File: config.mk
export PLATFORM = sky130hd
export DESIGN_NAME = dispatch
export DESIGN_NICKNAME = d
export VERILOG_FILES = /design/src/logic/dispatch_isa_pkg.sv /design/src/logic/dispatch_bus_pkg.sv /design/src/logic/dispatch.sv /design/src/logic/dispatch_hdu.sv /design/src/logic/dispatch_logic.sv /design/src/logic/dispatch_pipe.sv
export VERILOG_INCLUDE_DIRS = /design/src /design/src/logic
export SDC_FILE = /design/constraint.sdc
export NUM_CORES = 1
export LEC_CHECK = 0
export BUFFER_PORTS_ARGS = -buffer_cell sky130_fd_sc_hd__buf_2
export CORE_MARGIN = 8
export CORE_UTILIZATION = 27
export CTS_CLUSTER_SIZE = 16
export DETAILED_ROUTE_END_ITERATION = 7
export GPL_TIMING_DRIVEN = 1
export PLACE_DENSITY = 0.5
export SYNTH_ARGS = -nofsm -noshare
export SYNTH_HDL_FRONTEND = slang
export SYNTH_SLANG_ARGS = --single-unit
File: constraint.sdc
create_clock -name clk -period 16.8 [get_ports clk]
set_input_delay 3.36 -clock clk [delete_from_list [all_inputs] [get_ports clk]]
set_output_delay 3.36 -clock clk [all_outputs]
set_load 0.005 [all_outputs]
File: src/logic/dispatch_settings.svh
// Widths and scoreboard sizing for the dispatch stage.
// Included by the bus package and by every RTL module that sizes a port.
`ifndef DISPATCH_SETTINGS_SVH
`define DISPATCH_SETTINGS_SVH

// integer data and address width
`define DISP_XLEN 32

// architectural register index width
`define DISP_REG_ADDR_W 5

// outstanding loads tracked by the hazard unit
`define DISP_SB_DEPTH 4

// one commit id per scoreboard entry
`define DISP_COMMIT_ID_W 2

`endif

File: src/logic/dispatch_isa_pkg.sv
// Unit select and per-unit operation encodings carried in the decode info bus.
// Referenced by scoped name from RTL and testbench.
package dispatch_isa_pkg;

    // target unit of a decoded instruction
    typedef enum logic [1:0] {
        UNIT_NONE = 2'd0,
        UNIT_ALU  = 2'd1,
        UNIT_BJP  = 2'd2,
        UNIT_MEM  = 2'd3
    } unit_e;

    typedef enum logic [3:0] {
        ALU_ADD  = 4'd0,
        ALU_SUB  = 4'd1,
        ALU_AND  = 4'd2,
        ALU_OR   = 4'd3,
        ALU_XOR  = 4'd4,
        ALU_SLL  = 4'd5,
        ALU_SRL  = 4'd6,
        ALU_SRA  = 4'd7,
        ALU_SLT  = 4'd8,
        ALU_SLTU = 4'd9
    } alu_op_e;

    typedef enum logic [2:0] {
        BJP_JAL  = 3'd0,
        BJP_JALR = 3'd1,
        BJP_BEQ  = 3'd2,
        BJP_BNE  = 3'd3,
        BJP_BLT  = 3'd4,
        BJP_BGE  = 3'd5,
        BJP_BLTU = 3'd6,
        BJP_BGEU = 3'd7
    } bjp_op_e;

    // loads occupy the low codes, stores the top three
    typedef enum logic [2:0] {
        MEM_LB  = 3'd0,
        MEM_LH  = 3'd1,
        MEM_LW  = 3'd2,
        MEM_LBU = 3'd3,
        MEM_LHU = 3'd4,
        MEM_SB  = 3'd5,
        MEM_SH  = 3'd6,
        MEM_SW  = 3'd7
    } mem_op_e;

    // op is sized for the widest unit encoding
    typedef struct packed {
        unit_e                         unit;
        logic [$bits(alu_op_e)-1:0]    op;
        logic                          op1_pc;
        logic                          op2_imm;
    } dec_info_t;

endpackage

File: src/logic/dispatch_bus_pkg.sv
// Structs passed between the dispatch modules and at the top-level ports.
// Sizes come from the settings header, encodings from the ISA package.
`include "dispatch_settings.svh"

package dispatch_bus_pkg;

    // one decoded instruction as presented by the decode stage
    typedef struct packed {
        dispatch_isa_pkg::dec_info_t    info;
        logic [`DISP_XLEN-1:0]          imm;
        logic [`DISP_XLEN-1:0]          pc;
        logic [`DISP_REG_ADDR_W-1:0]    rs1_addr;
        logic                           rs1_re;
        logic [`DISP_REG_ADDR_W-1:0]    rs2_addr;
        logic                           rs2_re;
        logic [`DISP_REG_ADDR_W-1:0]    rd_addr;
        logic                           rd_we;
    } dec_bus_t;

    typedef struct packed {
        logic                           req;
        dispatch_isa_pkg::alu_op_e      op;
        logic [`DISP_XLEN-1:0]          op1;
        logic [`DISP_XLEN-1:0]          op2;
    } alu_req_t;

    // compare flags are rs1 against rs2
    typedef struct packed {
        logic                           req;
        dispatch_isa_pkg::bjp_op_e      op;
        logic [`DISP_XLEN-1:0]          adder_result;
        logic [`DISP_XLEN-1:0]          next_pc;
        logic                           eq;
        logic                           ge_signed;
        logic                           ge_unsigned;
    } bjp_req_t;

    typedef struct packed {
        logic                           req;
        dispatch_isa_pkg::mem_op_e      op;
        logic [`DISP_XLEN-1:0]          addr;
        logic [`DISP_XLEN/8-1:0]        wmask;
        logic [`DISP_XLEN-1:0]          wdata;
        logic                           misaligned_load;
        logic                           misaligned_store;
    } mem_req_t;

    // record of the instruction leaving dispatch
    typedef struct packed {
        logic                           valid;
        logic [`DISP_XLEN-1:0]          pc;
        logic [`DISP_COMMIT_ID_W-1:0]   commit_id;
        logic [`DISP_REG_ADDR_W-1:0]    rd;
        logic                           we;
    } issue_t;

endpackage

File: src/logic/dispatch.sv
// Dispatch stage top: decode logic, load hazard unit and output register.
// Accepts one instruction per cycle and issues it one cycle later.
`timescale 1ns/100ps
`include "dispatch_settings.svh"

module dispatch (
    input  logic                            clk,
    input  logic                            rst_n_i,
    input  logic                            stall_i,
    input  logic                            inst_valid_i,
    input  dispatch_bus_pkg::dec_bus_t      dec_i,
    input  logic [`DISP_XLEN-1:0]           rs1_rdata_i,
    input  logic [`DISP_XLEN-1:0]           rs2_rdata_i,
    input  logic                            commit_valid_i,
    input  logic [`DISP_COMMIT_ID_W-1:0]    commit_id_i,
    output logic                            hazard_stall_o,
    output dispatch_bus_pkg::issue_t        issue_o,
    output dispatch_bus_pkg::alu_req_t      alu_o,
    output dispatch_bus_pkg::bjp_req_t      bjp_o,
    output dispatch_bus_pkg::mem_req_t      mem_o
);

    logic                           accept;
    logic                           is_long;
    logic [`DISP_COMMIT_ID_W-1:0]   alloc_id;
    dispatch_bus_pkg::alu_req_t     logic_alu;
    dispatch_bus_pkg::bjp_req_t     logic_bjp;
    dispatch_bus_pkg::mem_req_t     logic_mem;

    // hazard gating happens inside the hdu
    assign accept = inst_valid_i && !stall_i;

    dispatch_logic u_dispatch_logic (
        .dec_i       (dec_i),
        .rs1_rdata_i (rs1_rdata_i),
        .rs2_rdata_i (rs2_rdata_i),
        .alu_o       (logic_alu),
        .bjp_o       (logic_bjp),
        .mem_o       (logic_mem),
        .is_long_o   (is_long)
    );

    dispatch_hdu u_dispatch_hdu (
        .clk            (clk),
        .rst_n_i        (rst_n_i),
        .accept_i       (accept),
        .dec_i          (dec_i),
        .is_long_i      (is_long),
        .commit_valid_i (commit_valid_i),
        .commit_id_i    (commit_id_i),
        .hazard_stall_o (hazard_stall_o),
        .alloc_id_o     (alloc_id)
    );

    dispatch_pipe u_dispatch_pipe (
        .clk          (clk),
        .rst_n_i      (rst_n_i),
        .stall_i      (stall_i),
        .inst_valid_i (inst_valid_i),
        .hazard_i     (hazard_stall_o),
        .dec_i        (dec_i),
        .alloc_id_i   (alloc_id),
        .alu_i        (logic_alu),
        .bjp_i        (logic_bjp),
        .mem_i        (logic_mem),
        .issue_o      (issue_o),
        .alu_o        (alu_o),
        .bjp_o        (bjp_o),
        .mem_o        (mem_o)
    );

endmodule

File: src/logic/dispatch_hdu.sv
// Hazard detection: scoreboard of outstanding loads with commit id allocation.
// Stalls any instruction touching a pending rd, frees entries on write-back commit.
`timescale 1ns/100ps
`include "dispatch_settings.svh"

module dispatch_hdu (
    input  logic                            clk,
    input  logic                            rst_n_i,
    input  logic                            accept_i,
    input  dispatch_bus_pkg::dec_bus_t      dec_i,
    input  logic                            is_long_i,
    input  logic                            commit_valid_i,
    input  logic [`DISP_COMMIT_ID_W-1:0]    commit_id_i,
    output logic                            hazard_stall_o,
    output logic [`DISP_COMMIT_ID_W-1:0]    alloc_id_o
);

    localparam int DEPTH = `DISP_SB_DEPTH;
    localparam int ID_W  = `DISP_COMMIT_ID_W;

    logic [DEPTH-1:0]               sb_valid;
    logic [`DISP_REG_ADDR_W-1:0]    sb_rd [DEPTH];
    logic                           reg_hit;
    logic                           sb_full;
    logic                           alloc;

    // x0 is never a dependency
    function automatic logic reg_match(
        input logic                         en,
        input logic [`DISP_REG_ADDR_W-1:0]  addr,
        input logic [`DISP_REG_ADDR_W-1:0]  entry
    );
        return en && (addr != '0) && (addr == entry);
    endfunction

    // any source or destination hitting a pending load
    always_comb begin
        reg_hit = 1'b0;
        for (int i = 0; i < DEPTH; i++) begin
            reg_hit = reg_hit || (sb_valid[i] &&
                      (reg_match(dec_i.rs1_re, dec_i.rs1_addr, sb_rd[i]) ||
                       reg_match(dec_i.rs2_re, dec_i.rs2_addr, sb_rd[i]) ||
                       reg_match(dec_i.rd_we,  dec_i.rd_addr,  sb_rd[i])));
        end
    end

    // downward scan so the lowest free entry wins
    always_comb begin
        alloc_id_o = '0;
        for (int i = DEPTH - 1; i >= 0; i--) begin
            if (!sb_valid[i]) begin
                alloc_id_o = ID_W'(i);
            end
        end
    end

    assign sb_full = &sb_valid;

    assign hazard_stall_o = accept_i && (reg_hit || (is_long_i && sb_full));
    assign alloc          = accept_i && !hazard_stall_o && is_long_i;

    // commit and alloc never name the same entry in one cycle
    always_ff @(posedge clk) begin
        if (!rst_n_i) begin
            sb_valid <= '0;
        end else begin
            if (commit_valid_i) begin
                sb_valid[commit_id_i] <= 1'b0;
            end
            if (alloc) begin
                sb_valid[alloc_id_o] <= 1'b1;
            end
        end
    end

    // destination tag of each outstanding load
    always_ff @(posedge clk) begin
        if (alloc) begin
            sb_rd[alloc_id_o] <= dec_i.rd_addr;
        end
    end

endmodule

File: src/logic/dispatch_logic.sv
// Combinational decode of the info bus into ALU, branch and memory requests.
// Also flags the long-latency loads that the hazard unit must track.
`timescale 1ns/100ps
`include "dispatch_settings.svh"

module dispatch_logic (
    input  dispatch_bus_pkg::dec_bus_t  dec_i,
    input  logic [`DISP_XLEN-1:0]       rs1_rdata_i,
    input  logic [`DISP_XLEN-1:0]       rs2_rdata_i,
    output dispatch_bus_pkg::alu_req_t  alu_o,
    output dispatch_bus_pkg::bjp_req_t  bjp_o,
    output dispatch_bus_pkg::mem_req_t  mem_o,
    output logic                        is_long_o
);

    localparam logic [`DISP_XLEN-1:0] PC_STEP = 4;

    dispatch_isa_pkg::unit_e    unit;
    dispatch_isa_pkg::bjp_op_e  bjp_op;
    dispatch_isa_pkg::mem_op_e  mem_op;
    logic [`DISP_XLEN-1:0]      bjp_base;
    logic [`DISP_XLEN-1:0]      mem_addr;
    logic [`DISP_XLEN/8-1:0]    wmask_base;
    logic                       is_mem;
    logic                       is_load;
    logic                       is_store;
    logic                       is_half;
    logic                       is_word;
    logic                       misaligned;

    assign unit   = dec_i.info.unit;
    assign bjp_op = dispatch_isa_pkg::bjp_op_e'(dec_i.info.op[2:0]);
    assign mem_op = dispatch_isa_pkg::mem_op_e'(dec_i.info.op[2:0]);

    // alu operand select
    always_comb begin
        alu_o.req = (unit == dispatch_isa_pkg::UNIT_ALU);
        alu_o.op  = dispatch_isa_pkg::alu_op_e'(dec_i.info.op);
        alu_o.op1 = dec_i.info.op1_pc ? dec_i.pc : rs1_rdata_i;
        alu_o.op2 = dec_i.info.op2_imm ? dec_i.imm : rs2_rdata_i;
    end

    // jalr targets off rs1, every other branch off the pc
    assign bjp_base = (bjp_op == dispatch_isa_pkg::BJP_JALR) ? rs1_rdata_i : dec_i.pc;

    always_comb begin
        bjp_o.req          = (unit == dispatch_isa_pkg::UNIT_BJP);
        bjp_o.op           = bjp_op;
        bjp_o.adder_result = bjp_base + dec_i.imm;
        bjp_o.next_pc      = dec_i.pc + PC_STEP;
        bjp_o.eq           = (rs1_rdata_i == rs2_rdata_i);
        bjp_o.ge_signed    = ($signed(rs1_rdata_i) >= $signed(rs2_rdata_i));
        bjp_o.ge_unsigned  = (rs1_rdata_i >= rs2_rdata_i);
    end

    // memory access classification
    assign is_mem   = (unit == dispatch_isa_pkg::UNIT_MEM);
    assign mem_addr = rs1_rdata_i + dec_i.imm;
    assign is_store = mem_op inside {dispatch_isa_pkg::MEM_SB,
                                     dispatch_isa_pkg::MEM_SH,
                                     dispatch_isa_pkg::MEM_SW};
    assign is_load  = !is_store;
    assign is_half  = mem_op inside {dispatch_isa_pkg::MEM_LH,
                                     dispatch_isa_pkg::MEM_LHU,
                                     dispatch_isa_pkg::MEM_SH};
    assign is_word  = mem_op inside {dispatch_isa_pkg::MEM_LW,
                                     dispatch_isa_pkg::MEM_SW};

    // bytes never misalign
    assign misaligned = (is_half && mem_addr[0]) ||
                        (is_word && (mem_addr[1:0] != 2'b00));

    // byte lanes before the address shift, loads write nothing
    always_comb begin
        case (mem_op)
            dispatch_isa_pkg::MEM_SB: wmask_base = 4'b0001;
            dispatch_isa_pkg::MEM_SH: wmask_base = 4'b0011;
            dispatch_isa_pkg::MEM_SW: wmask_base = 4'b1111;
            default:                  wmask_base = 4'b0000;
        endcase
    end

    always_comb begin
        mem_o.req              = is_mem && !misaligned;
        mem_o.op               = mem_op;
        mem_o.addr             = mem_addr;
        mem_o.wmask            = wmask_base << mem_addr[1:0];
        mem_o.wdata            = rs2_rdata_i << {mem_addr[1:0], 3'b000};
        mem_o.misaligned_load  = is_mem && is_load && misaligned;
        mem_o.misaligned_store = is_mem && is_store && misaligned;
    end

    // an aligned load that writes back holds a scoreboard entry
    assign is_long_o = is_mem && is_load && !misaligned && dec_i.rd_we;

endmodule

File: src/logic/dispatch_pipe.sv
// Output register of the dispatch stage.
// Holds under downstream stall, loads a bubble when nothing is accepted.
`timescale 1ns/100ps
`include "dispatch_settings.svh"

module dispatch_pipe (
    input  logic                            clk,
    input  logic                            rst_n_i,
    input  logic                            stall_i,
    input  logic                            inst_valid_i,
    input  logic                            hazard_i,
    input  dispatch_bus_pkg::dec_bus_t      dec_i,
    input  logic [`DISP_COMMIT_ID_W-1:0]    alloc_id_i,
    input  dispatch_bus_pkg::alu_req_t      alu_i,
    input  dispatch_bus_pkg::bjp_req_t      bjp_i,
    input  dispatch_bus_pkg::mem_req_t      mem_i,
    output dispatch_bus_pkg::issue_t        issue_o,
    output dispatch_bus_pkg::alu_req_t      alu_o,
    output dispatch_bus_pkg::bjp_req_t      bjp_o,
    output dispatch_bus_pkg::mem_req_t      mem_o
);

    logic                           accept;
    logic                           is_load;
    dispatch_bus_pkg::issue_t       issue_d;
    dispatch_bus_pkg::alu_req_t     alu_d;
    dispatch_bus_pkg::bjp_req_t     bjp_d;
    dispatch_bus_pkg::mem_req_t     mem_d;

    assign accept = inst_valid_i && !hazard_i;

    // same condition the hdu allocates on
    assign is_load = mem_i.req && dec_i.rd_we &&
                     (mem_i.op inside {dispatch_isa_pkg::MEM_LB, dispatch_isa_pkg::MEM_LH,
                                       dispatch_isa_pkg::MEM_LW, dispatch_isa_pkg::MEM_LBU,
                                       dispatch_isa_pkg::MEM_LHU});

    // a bubble keeps the payload but drops every flag
    always_comb begin
        issue_d.valid     = accept;
        issue_d.pc        = dec_i.pc;
        issue_d.commit_id = is_load ? alloc_id_i : '0;
        issue_d.rd        = dec_i.rd_addr;
        issue_d.we        = dec_i.rd_we;
        alu_d             = alu_i;
        alu_d.req         = alu_i.req && accept;
        bjp_d             = bjp_i;
        bjp_d.req         = bjp_i.req && accept;
        mem_d             = mem_i;
        mem_d.req              = mem_i.req && accept;
        mem_d.misaligned_load  = mem_i.misaligned_load && accept;
        mem_d.misaligned_store = mem_i.misaligned_store && accept;
    end

    always_ff @(posedge clk) begin
        if (!rst_n_i) begin
            issue_o.valid          <= 1'b0;
            alu_o.req              <= 1'b0;
            bjp_o.req              <= 1'b0;
            mem_o.req              <= 1'b0;
            mem_o.misaligned_load  <= 1'b0;
            mem_o.misaligned_store <= 1'b0;
        end else if (!stall_i) begin
            issue_o <= issue_d;
            alu_o   <= alu_d;
            bjp_o   <= bjp_d;
            mem_o   <= mem_d;
        end
    end

endmodule

==> results.txt <==
Die Wd = 254 µm
Layout area overhead = 26.0%
Routed Antenna Nets = 0
Top delay family on crit path = compound AO/OA/AOI/OAI gates
WS Path Type = input port to output pin
Number of global-route vias before repair = 12206
Seq/Total Area, Yosys = 52.7%
Rows = 87
Flop pwr share = 42.6%
All-Layer GR Usage = 17.4%
Largest net degree at the start of global routing = 166
Post_cts resized = 0
Multi-input logic area = 0.00676 mm²
Final Hold Fails = 0
Gr ovfl total = 0
Slew Limit Headroom = 23.4%
Max Clock Freq = 112 MHz
Library cells used by synthesis = 72
Combinational Power Share = 19.1%
Synth area leader = edfxtp_1
Arrival @ worst endpoint = 5.58 ns
Final HPWL DP = 45700 µm
P per Cell Area = 101 mW/mm²
CP Max Fanout = 5
Design area = 0.0192 mm²
Number of max-cap violations = 0
CP max-delay cell = fa_2
Final nets = 1979
Core ar. = 0.0562 mm²
Synth cell count leaders = edfxtp_1, nand2_1, ha_1, xnor2_1, o21ai_0
EDFF count, synth = 261
LEAKAGE = 7.71 nW
FF+latch area = 0.00804 mm²
Clock transition at path regs = 0.05 ns
Fin crit share = 53.2%
First-pass DRT Iterations = 5
Syn avg cell area = 11.6 µm²
Cells after synthesis = 1316
Initial Utilization = 27.2%
Global-route wire length before repair = 82700 µm
Placed cell area = 0.0181 mm²
Critical Path Start Type = input port
Worst-margin pin slew = 1.15 ns
Setup bufs post-CTS = 0
Crit-path cells = buf_2 > ha_2 > fa_2 > a21oi_1 > a221o_1 > nand3_1 > o211a_1 > o2111ai_1 > and3b_1 > buf_2
Clock buffer depth = 3
Die area = 0.0644 mm²
CTS tree = yes
Switching Share = 27.9%
Initial antenna violation count = 6
DR DRC count = 0
Outcome = completed
Via count = 12047
Clock Latency Late Sink = 0.54 ns
H-tree depth = 2
Min Tclk post-route = 8.94 ns
Async SR Flop Fraction = 0%
# hold bufs at CTS = 0
Setup_tns = 0 ns
Final Setup Violations = 0
Ys Warns = 0
WP data required = 13.44 ns
CTS Buf Count = 35
Port bufs = 416
Slowest stage delay, CP = 0.46 ns
RD Place Congestion = 0.855
Crit path top cell by count = buf_2
Post-DR vias/cell = 4.81
DRT iter0 DRCs = 852
IO Pins = 417
Max VDD drop = 0.0000496 V
DRT Wirelength = 58300 µm
CTS root buf = clkbuf_16
CP bufs+invs = 2
Max Slew Vio Count = 0
Layout cells sized above 1 = 31.6%
Top-count cell post-synth = edfxtp_1
CTS sink count = 271
Die Y = 254 µm
Clock skew = 0.0140 ns
RSZ-0062 raised after global routing = no
Yosys top cell area share = 51.4%
Net Sw Power = 0.541 mW
Main flop type after synthesis = edfxtp_1
Syn Nets = 1574
Hold crit path type = register to register
Number of fill cells in the layout = 5772
Top post-synthesis cells by area = edfxtp_1, ha_1, xnor2_1, mux2_2, xor2_1
CP endpoint kind = output pin
#FFs+latches synth = 271
Clock power frac = 38.3%
Cell Int Power = 1.40 mW
Synthesized cell area = 0.0153 mm²
Routed len/inst = 23.3 µm
[routing by layer]
metal | wire length, µm | vias up | track usage, % | part of all wire [%]
li1 | - | 5729 | - | -
met2 | 27400 | 396 | 28.9 | 47
met4 | 1150 | 2 | 4.31 | 2.0
met1 | 25400 | 5857 | 22.3 | 44
met3 | 4340 | 63 | 4.71 | 7.4
met5 | 12 | - | 0 | 0.021
[final cells by class]
cell class / instances / area share (%)
antenna: 3 / 0.0390
timing repair buffer: 423 / 11.2
multi-input combinational: 933 / 35.2
clock inverter: 9 / 0.449
inverter: 57 / 1.11
sequential: 271 / 41.8
clock buffer: 50 / 5.34
tap: 756 / 4.92
[through the flow]
| stage | worst slack (ns) | std cells | utilization (%) | power [mW] | hold slack, ns |
|---|---|---|---|---|---|
| after global routing | 7.73 | 2499 | 34.2 | 2.03 | 0.494 |
| after global placement | 7.86 | 2440 | 32.2 | 1.21 | 0.450 |
| after detailed placement | 7.83 | 2440 | 32.2 | 1.21 | 0.461 |
| after floorplan | 2.40 | 1316 | - | 1.05 | 0.462 |
| final | 7.86 | 2502 | 34.2 | 1.94 | 0.467 |
| after CTS | 7.83 | 2499 | 34.2 | 1.97 | 0.470 |
[logic make-up after synthesis]
group / Yosys count / synth area share (%)
multiplexers: 79 / 5.68
XOR/XNOR: 141 / 8.10
buffers and inverters: 112 / 3.08
adder cells (fa/ha/maj): 97 / 8.05
AND/OR/NAND/NOR: 336 / 10.8
AO/OA/AOI/OAI: 280 / 11.6
flip-flops: 271 / 52.7
[path summary, 6_finish.rpt]
| path | startpoint | slack [ns] | to | cells past startpoint |
|---|---|---|---|---|
| setup / recovery | dec_i[50] | 7.86 | hazard_stall_o | 10 |
| hold / removal | u_dispatch_pipe.issue_o[40] | 0.47 | u_dispatch_pipe.issue_o[40] | 2 |
| setup reg to reg | u_dispatch_hdu.sb_rd[3][0] | 13.67 | u_dispatch_hdu.sb_rd[1][1] | 7 |
| hold reg to reg | u_dispatch_pipe.issue_o[40] | 0.47 | u_dispatch_pipe.issue_o[40] | 2 |
[state kept, by name (all words and copies together), names as in the netlist]
signal	flops
u_dispatch_hdu.sb_rd	20
u_dispatch_pipe.alu_o	69
u_dispatch_pipe.mem_o	71
u_dispatch_pipe.issue_o	41
u_dispatch_pipe.bjp_o	66
u_dispatch_hdu.sb_valid	4
[worst reg2reg max path, stage by stage, from the launching register on]
cell and delay [ns]:
edfxtp_1 0.50, xnor2_1 0.17, nand3_1 0.11, nor4_1 0.07, o31ai_1 0.26, o2111ai_1 0.22, or3b_4 0.54, nor3_1 0.86
[layout by cell type, fill, tap and decap left out, drive strengths merged, types with 5 or more instances in the layout]
master and instances:
nor2b 9, mux2 60, a21oi 77, o21bai 6, mux2i 19, edfxtp 261, clkinv 6, xor2 57
a21o 19, nand2b 9, ha 95, o311ai 6, nand2 96, nor4 15, inv 58, nor3 26
nand3 47, clkbuf 50, a211oi 17, o211ai 6, o21a 10, and3 12, a211o 5, xnor2 84
or2 7, nor2 69, and4 6, a31oi 6, dfxtp 10, nand4 15, o31ai 9, o22ai 5
o21ai 85, buf 423
[power groups by stage]
stage,sequential [mW],combinational (mW),clock (mW)
2_1_floorplan,0.853,0.196,0
3_3_place_gp,0.838,0.373,0
6_report,0.825,0.371,0.742
3_5_place_dp,0.838,0.375,0
4_1_cts,0.825,0.377,0.768
5_1_grt,0.829,0.409,0.788
(Power assumes the default switching activity.)
